### config.mk
export PLATFORM = sky130hd
export DESIGN_NAME = exStage2
export DESIGN_NICKNAME = d
export VERILOG_FILES = /design/src/logic/exPkg.sv /design/src/logic/exStage2.sv
export SDC_FILE = /design/constraint.sdc
export NUM_CORES = 1
export LEC_CHECK = 0
export ABC_AREA = 0
export BUFFER_PORTS_ARGS = -buffer_cell sky130_fd_sc_hd__buf_2
export CAP_MARGIN = 40
export CORE_AREA = 2 2 63 65
export DETAILED_ROUTE_END_ITERATION = 6
export DIE_AREA = 0 0 65 67
export PLACE_DENSITY = 0.86
export SETUP_SLACK_MARGIN = 0.3
export SYNTH_ARGS = -nofsm -noshare
export SYNTH_HDL_FRONTEND = slang
export SYNTH_SLANG_ARGS = --single-unit
### constraint.sdc
create_clock -name clock -period 8.1 [get_ports clock]
set_clock_uncertainty 0.15 [all_clocks]
set_input_delay 1.62 -clock clock [delete_from_list [all_inputs] [get_ports clock]]
set_output_delay 1.62 -clock clock [all_outputs]
set_load 0.01 [all_outputs]
### src/logic/exPkg.sv
// ========================================
// Shared codes and widths for the EX back end
// Command codes outside the list act as a nop
// ========================================
package exPkg;

	localparam int dataWidth = 32;
	localparam int halfWidth = dataWidth / 2;
	localparam int wordBytes = dataWidth / 8;
	localparam int regIdWidth = 5; // Id 0 is the zero register
	localparam int holdCntWidth = 4; // Saturates at 15

	// Micro-op commands, low 6 bits of opUCmd
	localparam logic [5:0] uCmdNop = 6'h00;
	localparam logic [5:0] uCmdAlu3 = 6'h01;
	localparam logic [5:0] uCmdAluCmp = 6'h02;
	localparam logic [5:0] uCmdMul3 = 6'h03;
	localparam logic [5:0] uCmdMovIr = 6'h04;
	localparam logic [5:0] uCmdLoad = 6'h05;
	localparam logic [5:0] uCmdStore = 6'h06;
	localparam logic [5:0] uCmdSleep = 6'h07;

	// Predication, top 2 bits of opUCmd
	localparam logic [1:0] predAlways = 2'b00;
	localparam logic [1:0] predNever = 2'b01;
	localparam logic [1:0] predIfT = 2'b10;
	localparam logic [1:0] predIfF = 2'b11;

	localparam logic [3:0] aluAdd = 4'h0;
	localparam logic [3:0] aluSub = 4'h1;
	localparam logic [3:0] aluAnd = 4'h2;
	localparam logic [3:0] aluOr = 4'h3;
	localparam logic [3:0] aluXor = 4'h4;
	localparam logic [3:0] aluShl = 4'h5;
	localparam logic [3:0] aluShr = 4'h6; // Logical shift
	// Compare ops reuse the function field
	localparam logic [3:0] cmpEq = 4'h0;
	localparam logic [3:0] cmpGtSigned = 4'h1;
	localparam logic [3:0] cmpGtUnsigned = 4'h2;

	localparam logic [1:0] memSizeByte = 2'd0;
	localparam logic [1:0] memSizeHalf = 2'd1;
	localparam logic [1:0] memSizeWord = 2'd2;

	// Bit 1 set means not ready, bit 0 then tells fault from hold
	localparam logic [1:0] memOkReady = 2'b00;
	localparam logic [1:0] memOkHold = 2'b10;
	localparam logic [1:0] memOkFault = 2'b11;

	localparam int mulHoldCycles = 3; // Matches the multiplier depth
	localparam int sleepHoldCycles = 15;
	localparam int memWords = 256;
	localparam int memIdxWidth = $clog2(memWords);

	typedef struct packed {
		logic [3:0] rsvd;
		logic [3:0] func;
	} uIxtAluView;

	typedef struct packed {
		logic [4:0] rsvd;
		logic signExt; // Sign extend loads
		logic [1:0] size;
	} uIxtMemView;

	// One extension byte, read per command class
	typedef union packed {
		uIxtAluView aluView;
		uIxtMemView memView;
	} uIxtWord;

endpackage

### src/logic/exStage2.sv
// ========================================
// EX2, memory ops hold for at least a cycle
// Faulting accesses drop their writeback
// ========================================
module exStage2 (
	input  logic clock,
	input  logic rst,
	input  logic [5:0] ex2UCmd,
	input  exPkg::uIxtWord ex2UIxt,
	input  logic [exPkg::regIdWidth-1:0] ex2RegIdRm,
	input  logic [exPkg::dataWidth-1:0] ex2AluResult,
	input  logic ex2AluT,
	input  logic [exPkg::dataWidth-1:0] mulResult,
	input  logic [exPkg::dataWidth-1:0] memDataIn,
	input  logic [1:0] memDataOK,
	output logic [1:0] exHold,
	output logic [exPkg::regIdWidth-1:0] regIdRn2,
	output logic [exPkg::dataWidth-1:0] regValRn2,
	output logic srTNext,
	output logic srTWrite,
	output logic memFault
);
	import exPkg::*;

	logic tExHold;
	logic memOp;
	logic memHold;
	logic memErr;
	logic [holdCntWidth-1:0] holdCnt;
	logic [holdCntWidth-1:0] needCycles;
	logic [dataWidth-1:0] loadVal;

	// Memory returns the addressed lanes at the bottom
	always_comb begin
		case (ex2UIxt.memView.size)
			memSizeByte: loadVal = {{(dataWidth - 8){ex2UIxt.memView.signExt & memDataIn[7]}},
				memDataIn[7:0]};
			memSizeHalf: loadVal = {{halfWidth{ex2UIxt.memView.signExt & memDataIn[15]}},
				memDataIn[halfWidth-1:0]};
			default: loadVal = memDataIn;
		endcase
	end

	always_comb begin
		regIdRn2 = '0; // No writeback by default
		regValRn2 = ex2AluResult;
		srTNext = ex2AluT;
		srTWrite = 1'b0;
		needCycles = '0;
		memOp = 1'b0;
		case (ex2UCmd)
			uCmdAlu3, uCmdMovIr: begin
				regIdRn2 = ex2RegIdRm;
			end
			uCmdAluCmp: begin
				srTWrite = 1'b1;
			end
			uCmdMul3: begin
				needCycles = holdCntWidth'(mulHoldCycles);
				regIdRn2 = ex2RegIdRm;
				regValRn2 = mulResult; // Valid once the hold drops
			end
			uCmdLoad: begin
				memOp = 1'b1;
				needCycles = holdCntWidth'(1);
				regIdRn2 = ex2RegIdRm;
				regValRn2 = loadVal;
			end
			uCmdStore: begin
				memOp = 1'b1;
				needCycles = holdCntWidth'(1);
			end
			uCmdSleep: begin
				needCycles = holdCntWidth'(sleepHoldCycles);
			end
			default: begin
			end
		endcase
		memHold = memOp && memDataOK == memOkHold;
		memErr = memOp && memDataOK == memOkFault;
		if (memErr)
			regIdRn2 = '0; // Destination left untouched
		tExHold = holdCnt < needCycles || memHold;
		memFault = memErr && !tExHold; // Release cycle only, one pulse
	end

	assign exHold = {memHold, tExHold};

	always_ff @(posedge clock) begin
		if (rst)
			holdCnt <= '0;
		else if (!tExHold)
			holdCnt <= '0;
		else if (holdCnt != '1)
			holdCnt <= holdCnt + 1'b1; // Saturating
	end

	// A hold always ends before the counter saturates
	holdBelowSaturation: assert property (@(posedge clock) disable iff (rst)
		tExHold |-> holdCnt != '1);

endmodule

* After elaboration in Yosys (flattened, before gate mapping)
Index checks and enable logic that the tools add are counted.
** Word-level totals
- Flip-flop bits (word level) :: 4
- Bits of input ports :: 120
** Operators by class
- $add $sub $neg :: 1
- Magnitude comparators :: 1
- Equal/unequal tests :: 11
- Multiplexer cells :: 7
- Bitwise gates (word level) :: 3
- Reduce and logical (&&, ||, !) cells :: 9
** Operators with widths (number)
- $pmux W32 S2 :: 2
- $eq A6 B3 Y1 const B :: 4
- $eq A6 B2 Y1 const B :: 2
- $pmux W4 S3 :: 1
- $mux W5 :: 2
- $eq A6 B1 Y1 const B :: 1
- $add A4 B1 Y4 const B :: 1
- $eq A2 B2 Y1 const B :: 2
- $lt A4 B4 Y1 :: 1
- $ne A4 B4 Y1 const B :: 1
- $reduce_or A2 Y1 :: 2
- $reduce_or A4 Y1 :: 1
- $logic_and A1 B1 Y1 :: 3
- $and A1 B1 Y1 :: 2
- $eq A2 B1 Y1 const B :: 1
- $logic_not A2 Y1 :: 1
- $mux W1 :: 2
- $logic_not A1 Y1 :: 1
- $logic_or A1 B1 Y1 :: 1
- $not A1 Y1 :: 1

* Longest topological paths before layout
Gate-level depths: netlist (run 1).
- Word-level depth :: 7
- Mapped depth :: 8

* Worst setup path after synthesis (run 1)
OpenSTA, ideal clock, no wires.
- Path kind :: input-to-output
- From :: input port ex2UCmd[5]
- To :: output port exHold[0]
- Arrival time :: 3.336 ns
- Path slack :: 2.994 ns
- Cell stages on the path :: 8
- Cells stage by stage :: nor3_2 nand4_1 ha_1 a2111oi_0 nand2_1 o21a_1 o21ai_0 buf_4
** On the way
- Cells in the longest elaborated chain, start to end :: 5
- Elaborated cells between the ends (all ways) :: 10
** Ends and longest elaborated chain
- start, declared :: line exStage2.sv:8 : input logic [5:0] ex2UCmd,
- $eq A6 B3 Y1 :: line exStage2.sv:51 : case (ex2UCmd)
- $reduce_or A2 Y1 (no line)
- $pmux W4 S3 or $mux W1 (tied branches) :: line exStage2.sv:51
- $lt A4 B4 Y1 or $logic_and A1 B1 Y1 (tied branches) :: line exStage2.sv:83, exStage2.sv:79
- $logic_or A1 B1 Y1 * :: line exStage2.sv:83 : tExHold = holdCnt < needCycles || memHold;
- end, declared :: line exStage2.sv:16 : output logic [1:0] exHold,
Every way passes the cells marked *; elsewhere a longest branch is shown, timed or not.

* Worst setup path after layout (run 1)
Ends and elaborated chain as after synthesis.

==> impl_metrics.tcl, run 1 <==
set metrics [dict create \
    io_pins 162 \
    yosys_warnings 0 \
    largest-register "holdCnt" \
    nets 442 \
    root_buffer "clkbuf_8" \
    yosysTopAreaCell "a22oi_1" \
    min_period_over_period_pct 69.0 \
    synth_area_um2 1160 \
    final_util_pct 54.6 \
    drt-initial-drc-count 59 \
    clock_path_buffers 2 \
    setup_viol 0 \
    post-cts-setup-buffers 0 \
    reg_top3 "holdCnt x4" \
    required_ns 6.33 \
    die_area_um2 4360 \
    grt_usage_pct 19.6 \
    drt_wl_total_mm 4.64 \
    die_w_um 65 \
    max_cap_viol_count 0 \
    critPathKind "in2out" \
    drt.antenna.violating_nets 0 \
    synthesis.nets 298 \
    async_flop_share_pct 0 \
    n_antenna_cell 0 \
    relSlewSlack_pct 58.9 \
    vias_per_cell 5.26 \
    cp_slowest_cell "a2111oi_0" \
    die_h_um 67 \
    hold_viol_final 0 \
    yosysSeqAreaShare_pct 6.90 \
    end_kind "output pin" \
    rsz0062_at_grt "no" \
    yosysMostFrequentCell "o21ai_0" \
    ir_worst_vdd_mv 0.0345 \
    gp_congestion 0.841 \
    ctsResizeCount 0 \
    synthTopCellsByArea "a22oi_1 16%, o21ai_0 11%, nor2b_1 9.2%, a221o_1 6.9%, dfxtp_1 6.9%" \
    cts.sinks 4 \
    max_freq_mhz 179 \
    p_leak_nw 1.07 \
    htreeDepth 1 \
    outcome "complete, no violations" \
    synthFlopType "dfxtp_1" \
    cpMostUsedCell "buf_2" \
    grt_pass1_wl_mm 7.01 \
    cts_hold_repair.buffers 0 \
    tightestPinTransition_ns 0.601 \
    cp_cell_sequence "buf_2 -> nor3_2 -> nand4_1 -> ha_1 -> a2111oi_0 -> nand2_1 -> o21a_1 -> o21ai_0 -> buf_2" \
    clk_latency_ns 0.21 \
    grt_pass1_vias 1721 \
    min_path_type "reg2reg" \
    finalCriticalPeriod_ns 5.59 \
    largest_reg_flops 4 \
    synth_cell_types 39 \
    max_stage_delay_ns 0.55 \
    critPathMaxFanout 8 \
    drc 0 \
    p_per_area_nw_per_um2 68.8 \
    synth_area_per_cell_um2 6.67 \
    via_count 1915 \
    initial_core_util_pct 32.2 \
    grt_max_degree 27 \
    synthesis.instances 174 \
    rows 22 \
    synth_top_area_share_pct 15.5 \
    yosys_register_bits 4 \
    drt_first_pass_iters 4 \
    cts_tree "done" \
    core_um2 3610 \
    grt.overflow.total 0 \
    final.fill_count 363 \
    yosys-top-cells-count "25 x o21ai_0, 24 x a22oi_1, 20 x nand2_1" \
    syn_to_final_growth_pct 69.8 \
    cts_made_buffers 3 \
    wl_per_cell_um 12.8 \
    start_kind "input pin" \
    portBuffers 154 \
    final_layout_size_suffix_gt1_share_pct 52.8 \
    antenna_found_initial 0 \
    clk_pin_slew_ns 0.03 \
    setup_tns_ns 0 \
    drv_slew 0 \
    critPathArrivalTime_ns 3.82 \
    dpl.hpwl_mm 3.83 \
    synth_edf_count 0 \
]
critical path: cells and delay by family:
family / cells / cell delay [ns]
AO/OA/AOI/OAI: 3 / 0.83
adder cells (fa/ha/maj): 1 / 0.34
buffers and inverters: 2 / 0.26
AND/OR/NAND/NOR: 3 / 0.75
path summary, 6_finish.rpt:
check	start	to	slack, ns	depth (start not counted)
worst min-delay path	holdCnt[3]	holdCnt[3]	0.40	1
worst max register to register	holdCnt[3]	holdCnt[3]	6.09	5
worst max-delay path	ex2UCmd[5]	exHold[0]	2.51	9
worst min register to register	holdCnt[3]	holdCnt[3]	0.40	1
layout make-up:
class / instances / area (um^2) / share of cell area [%]
Multi-Input combinational cell: 153 / 995 / 50.5
Timing Repair Buffer: 156 / 793 / 40.3
Sequential cell: 4 / 80.1 / 4.07
Tap cell: 48 / 60.1 / 3.05
Clock buffer: 3 / 41.3 / 2.10
cell families after synthesis:
| kind of cell | Yosys count | share of synthesized area [%] |
|---|---|---|
| xor+xnor | 2 | 1.51 |
| fa+ha+maj | 5 | 5.18 |
| flops | 4 | 6.90 |
| compound gates | 76 | 45.1 |
| buf+inv | 17 | 7.66 |
| simple gates | 68 | 31.9 |
| mux | 2 | 1.73 |
placed cells by master (no fill, tap or decap), drive strengths merged:
cell type,instances
nand3,5
or3,2
a211oi,2
dfxtp,4
and3,1
a22oi,24
maj3,1
nor3,3
a221o,8
nand4b,1
o21ai,27
xor2,1
clkbuf,3
o221a,1
o21a,1
and3b,2
nand4,1
a21oi,9
mux2i,2
xnor2,1
and4,1
o211ai,1
a31o,1
a2111oi,1
ha,4
nor2,8
nor2b,17
buf,156
and2,7
nand2,20
a31oi,1
power breakdown:
group,total (W),internal (W),switching [W]
registers,0.0000205,0.0000201,0.000000394
logic,0.0000730,0.0000393,0.0000337
clock network,0.0000419,0.0000317,0.0000102
total,0.000135,0.0000911,0.0000443
through the flow:
stage                     total power [W]  hold WS [ns]  cells  worst slack (ns)  cell area [um^2]
after floorplan                 0.0000528         0.346    174              2.99              1160
after global placement          0.0000911         0.381    360              2.62              1910
after detailed placement        0.0000936         0.387    361              2.50              1930
after CTS                        0.000137         0.392    364              2.51              1970
after global routing             0.000145         0.430    364              2.33              1970
final                            0.000135         0.396    364              2.51              1970
routing by layer:
layer	part of all wire, %	track usage, %
met1	40	22.0
met2	53	38.1
met3	6.1	1.69
met4	1.1	7.18
met5	0	0
Note: power is estimated with default switching activity, not from simulation.
==> run 2, diff against run 1 <==
--- a/config.mk
+++ b/config.mk
@@ -5,12 +5,12 @@
 export SDC_FILE = /design/constraint.sdc
 export NUM_CORES = 1
 export LEC_CHECK = 0
-export ABC_AREA = 0
+export ABC_AREA = 1
 export BUFFER_PORTS_ARGS = -buffer_cell sky130_fd_sc_hd__buf_2
 export CAP_MARGIN = 40
-export CORE_AREA = 2 2 63 65
+export CORE_ASPECT_RATIO = 1.1
+export CORE_UTILIZATION = 34
 export DETAILED_ROUTE_END_ITERATION = 6
-export DIE_AREA = 0 0 65 67
 export PLACE_DENSITY = 0.86
 export SETUP_SLACK_MARGIN = 0.3
 export SYNTH_ARGS = -nofsm -noshare
==> constraint.sdc (replaced) <==
create_clock -name clock -period 5.5 [get_ports clock]
set_clock_uncertainty 0.15 [all_clocks]
set_input_delay 1.1 -clock clock [delete_from_list [all_inputs] [get_ports clock]]
set_output_delay 1.1 -clock clock [all_outputs]
set_load 0.01 [all_outputs]
==> run 2 against run 1 <==
Effect of this change:
- sequential share of layout area shrank 0.31 points
- largest cell class unchanged
- area after synthesis grew 17%
- non-clock buffer count shrank 1
- global-route usage grew 4.9 points
- critical endpoint is now regValRn2[26]
- die area shrank 2.8%
==> impl_metrics.tcl, run 2 <==
set metrics [dict create \
    outcome "complete, no violations" \
    dpl.hpwl_mm 4.10 \
    drt_wl_total_mm 5.25 \
    cts_made_buffers 3 \
    root_buffer "clkbuf_8" \
    core_um2 3710 \
    min_period_over_period_pct 76.1 \
    hold_viol_final 0 \
    min_path_type "reg2reg" \
    grt_pass1_wl_mm 8.49 \
    multi_input_area_um2 1040 \
    drt-initial-drc-count 89 \
    start_kind "input pin" \
    grt_max_degree 33 \
    placed_area_um2 2090 \
    dp.cells 431 \
    antenna_found_initial 0 \
    max_cap_viol_count 0 \
    final_area_um2 2130 \
    drt_first_pass_iters 4 \
    critPathMaxFanout 32 \
    setup_viol 0 \
    io_pins 162 \
    rsz0062_at_grt "no" \
    nets 510 \
    end_kind "output pin" \
    cts.sinks 4 \
    die_h_um 68.1 \
    yosysSeqAreaShare_pct 5.93 \
    clk_pin_slew_ns 0.03 \
    yosysTopAreaCell "nand2_1" \
    tightestPinTransition_ns 0.554 \
    grt_pass1_vias 1976 \
    synth_top_area_share_pct 19.2 \
    initial_core_util_pct 36.4 \
    gp_congestion 0.792 \
    async_flop_share_pct 0 \
    drv_slew 0 \
    reg_top3 "holdCnt x4" \
    largest-register "holdCnt" \
    die_area_um2 4230 \
    clock_path_buffers 2 \
    grt_usage_pct 24.6 \
    yosysMostFrequentCell "nand2_1" \
    critPathArrivalTime_ns 2.93 \
    grt.overflow.total 0 \
    required_ns 4.25 \
    synthFlopType "dfxtp_1" \
    portBuffers 154 \
    rows 23 \
    final_layout_size_suffix_gt1_share_pct 45.3 \
    setup_tns_ns 0 \
    fin_ws_ns 1.32 \
    finalCriticalPeriod_ns 4.18 \
    drt.antenna.violating_nets 0 \
    synth_area_per_cell_um2 5.56 \
    critPathKind "in2out" \
    drc 0 \
    yosys-top-cells-count "69 x nand2_1, 31 x inv_1, 25 x o21ai_0" \
    dp_slack_ns 1.31 \
    power_w 0.000214 \
    via_count 2222 \
    post-cts-setup-buffers 0 \
    p_leak_nw 1.30 \
    die_w_um 62.1 \
    final_common_cell "buf_2" \
    synthesis.nets 367 \
    cts_hold_repair.buffers 0 \
    synth_cell_types 28 \
    final_cell_mix "154 x buf_2, 69 x nand2_1, 31 x inv_1" \
    n_antenna_cell 0 \
    ir_worst_vdd_mv 0.0390 \
    relSlewSlack_pct 63.0 \
    yosys_register_bits 4 \
    ctsResizeCount 0 \
    yosys_warnings 0 \
    wl_per_cell_um 12.1 \
    reg2reg_slack_ns 4.15 \
    htreeDepth 1 \
    p_per_area_nw_per_um2 101 \
    synth_edf_count 0 \
    largest_reg_flops 4 \
    max_freq_mhz 239 \
    cts_tree "done" \
    syn_to_final_growth_pct 57.6 \
    final.fill_count 365 \
    synth_area_um2 1350 \
    fin_cells 434 \
    vias_per_cell 5.12 \
    synthesis.instances 243 \
    clk_latency_ns 0.22 \
    synthTopCellsByArea "nand2_1 19%, o221ai_1 10%, o21ai_0 9.3%, inv_1 8.6%, nand3_1 8.5%" \
    ff_latch_area_um2 80.1 \
]
[run 2: changes by cell type after synthesis, sizes merged, moves of 5 or more]
cell	delta
nor3b	+5
nor2	+5
nor2b	-17
nand4	+15
nand2	+53
and2	-7
a22oi	-24
a221o	-8
nand3	+20
o221ai	+16
inv	+35
[run 2: kinds of logic after synthesis]
logic type,after synthesis,share of synthesized area [%]
muxes,1,0.741
AOI/OAI and AO/OA,47,22.0
buffers and inverters,52,17.4
DFF,4,5.93
adders and majority gates,4,3.70
and+or+nand+nor,134,49.5
xor gates and xnor gates,1,0.648
[run 2: layer usage]
layer	vias up	GRT usage [%]	routed length (um)
li1	1112	-	-
met1	966	27.2	2090
met2	129	47.0	2540
met3	15	5.50	504
met4	0	8.43	115
met5	-	0	0
[run 2: layout make-up]
cell class                 count  share of cell area (%)
multi-input combinational    187                    48.6
timing repair buffer         155                    36.5
inverter                      35                    6.17
sequential                     4                    3.76
tap                           50                    2.94
clock buffer                   3                    1.94
[run 2: worst paths after layout]
kind              startpoint  cells past startpoint       endpoint
setup reg to reg  holdCnt[3]                      8     holdCnt[0]
hold reg to reg   holdCnt[3]                      2     holdCnt[3]
setup / recovery  ex2UCmd[5]                     10  regValRn2[26]
hold / removal    holdCnt[3]                      2     holdCnt[3]
[run 2: where the power goes]
group,leakage (nW),internal [W],total (W),switching [W]
logic,1.24,0.0000572,0.000121,0.0000640
clock network,0.0216,0.0000467,0.0000632,0.0000165
registers,0.0323,0.0000296,0.0000300,0.000000376
total,1.30,0.000134,0.000214,0.0000809
[run 2: metrics by stage]
stage	hold slack, ns	util (%)
finish	0.414	57.4
global route	0.444	57.4
CTS	0.411	57.4
detailed placement	0.407	56.3
global placement	0.403	56.3
floorplan	0.377	-
[run 2: worst max-delay path, cell delays in order]
cell	delay (ns)
buf_2	0.10
nor2_2	0.28
nand2_2	0.15
nor2_8	0.25
inv_2	0.21
nand2_2	0.12
inv_2	0.23
nand2_1	0.19
o221ai_1	0.13
buf_2	0.16
==> run 3, diff against run 2 <==
--- a/config.mk
+++ b/config.mk
@@ -9,9 +9,9 @@
 export BUFFER_PORTS_ARGS = -buffer_cell sky130_fd_sc_hd__buf_2
 export CAP_MARGIN = 40
 export CORE_ASPECT_RATIO = 1.1
-export CORE_UTILIZATION = 34
+export CORE_UTILIZATION = 30
 export DETAILED_ROUTE_END_ITERATION = 6
-export PLACE_DENSITY = 0.86
+export PLACE_DENSITY = 0.8
 export SETUP_SLACK_MARGIN = 0.3
 export SYNTH_ARGS = -nofsm -noshare
 export SYNTH_HDL_FRONTEND = slang
==> constraint.sdc (replaced) <==
create_clock -name clock -period 3.7 [get_ports clock]
set_clock_uncertainty 0.15 [all_clocks]
set_input_delay 0.74 -clock clock [delete_from_list [all_inputs] [get_ports clock]]
set_output_delay 0.74 -clock clock [all_outputs]
set_load 0.01 [all_outputs]
==> run 3 against run 2 <==
Effect of this change:
- global-route usage is 4.0 points lower
- final cell count increased by 1.8%
- power up 48%
- clock power rose by 46%
- first-iteration DRC count down 18%
- hold slack gained 0.0076 ns
- sequential power grew 48%
==> impl_metrics.tcl, run 3 (synthesis gave the netlist of run 2 again) <==
set metrics [dict create \
    min_path_type "reg2reg" \
    antenna_found_initial 0 \
    initial_core_util_pct 31.3 \
    final.fill_count 443 \
    rows 25 \
    nets 514 \
    drt_first_pass_iters 4 \
    end_kind "output pin" \
    drt.antenna.violating_nets 0 \
    placed_area_um2 2120 \
    grt_usage_pct 20.5 \
    max_freq_mhz 314 \
    syn_to_final_growth_pct 60.6 \
    start_kind "input pin" \
    finalCriticalPeriod_ns 3.18 \
    gp_congestion 0.730 \
    fin_cells 442 \
    cts.sinks 4 \
    reg2reg_slack_ns 2.39 \
    r2r-start "holdCnt[3]" \
    fin_ws_ns 0.519 \
    p_per_area_nw_per_um2 146 \
    tightestPinTransition_ns 0.537 \
    die_w_um 66.0 \
    p_leak_nw 1.32 \
    final_cell_mix "154 x buf_2, 69 x nand2_1, 31 x inv_1" \
    final_layout_size_suffix_gt1_share_pct 45.9 \
    relSlewSlack_pct 64.1 \
    wl_per_cell_um 11.3 \
    largest_reg_flops 4 \
    max_cap_viol_count 0 \
    setup_viol 0 \
    clock_path_buffers 2 \
    grt.overflow.total 0 \
    setup_tns_ns 0 \
    via_count 2174 \
    hold_viol_final 0 \
    cp-startpoint "ex2UCmd[5]" \
    drc 0 \
    drv_slew 0 \
    final_common_cell "buf_2" \
    grt_pass1_wl_mm 7.93 \
    required_ns 2.81 \
    die_area_um2 4780 \
    cp-endpoint "memFault" \
    critPathArrivalTime_ns 2.29 \
    grt_max_degree 33 \
    ir_worst_vdd_mv 0.0964 \
    clk_pin_slew_ns 0.03 \
    outcome "complete, no violations" \
    rsz0062_at_grt "no" \
    critPathKind "in2out" \
    final_area_um2 2170 \
    grt_pass1_vias 1947 \
    portBuffers 154 \
    critPathMaxFanout 19 \
    rr_endpoint "holdCnt[2]" \
    cts_tree "done" \
    n_antenna_cell 0 \
    root_buffer "clkbuf_8" \
    min_period_over_period_pct 86.0 \
    reg_top3 "holdCnt x4" \
    largest-register "holdCnt" \
    dp_slack_ns 0.372 \
    cts_made_buffers 3 \
    dp.cells 439 \
    drt-initial-drc-count 73 \
    io_pins 162 \
    htreeDepth 1 \
    r2r_cells 6 \
    clk_latency_ns 0.22 \
    dpl.hpwl_mm 4.05 \
    die_h_um 72.4 \
    core_um2 4320 \
    vias_per_cell 4.92 \
    drt_wl_total_mm 4.98 \
]
## run 3: power breakdown
part | switching [W] | leakage, nW | internal, W
logic | 0.0000935 | 1.26 | 0.0000875
clock network | 0.0000226 | 0.0216 | 0.0000693
registers | 0.000000453 | 0.0323 | 0.0000440
total | 0.000117 | 1.32 | 0.000201
## run 3: worst min path at each step
| stage | startpoint | end | slack (ns) | cells past startpoint |
|---|---|---|---|---|
| floorplan | holdCnt[1] | holdCnt[1] | 0.38 | 2 |
| global placement | holdCnt[1] | holdCnt[1] | 0.40 | 2 |
| detailed placement | holdCnt[3] | holdCnt[3] | 0.42 | 2 |
| CTS | holdCnt[3] | holdCnt[3] | 0.42 | 2 |
| global route | holdCnt[1] | holdCnt[1] | 0.46 | 2 |
| finish | holdCnt[3] | holdCnt[3] | 0.42 | 2 |
## run 3: critical path, stage by stage
cell     delay (ns)
buf_2          0.12
nor2_4         0.24
nand3_4        0.26
nand2_1        0.13
inv_1          0.05
ha_1           0.26
nand2_1        0.05
nand2_1        0.06
nand2_1        0.05
nand2_1        0.06
nand2_2        0.06
nor2_1         0.08
buf_2          0.13
## run 3: through the flow
step	util [%]	power [W]	hold slack, ns
final	50.3	0.000318	0.422
after CTS	50.1	0.000321	0.423
after detailed placement	49.2	0.000226	0.416
after global routing	50.3	0.000348	0.464
after floorplan	-	0.000134	0.377
after global placement	49.2	0.000223	0.403
## run 3: layer usage
| metal | up-vias | GRT usage, % | wire, um |
|---|---|---|---|
| met5 | - | 0 | 0 |
| met4 | 0 | 4.02 | 42 |
| met3 | 4 | 3.14 | 397 |
| met2 | 102 | 41.6 | 2520 |
| met1 | 947 | 21.8 | 2020 |
| li1 | 1121 | - | - |
## run 3: timing repair
| action | 4_1_cts | 5_1_grt |
|---|---|---|
| setup buffers | 0 | 0 |
| setup endpoints to repair | 0 | 14 |
| hold buffers | 0 | 0 |
| resized for setup | 0 | 1 |
## run 3: cell type report
class	instances	area [um^2]	share of cell area, %
multi-input combinational	187	1040	48.0
inverter	35	131	6.06
clock buffer	3	41.3	1.90
timing repair buffer	159	808	37.3
tap	54	67.6	3.11
sequential	4	80.1	3.69
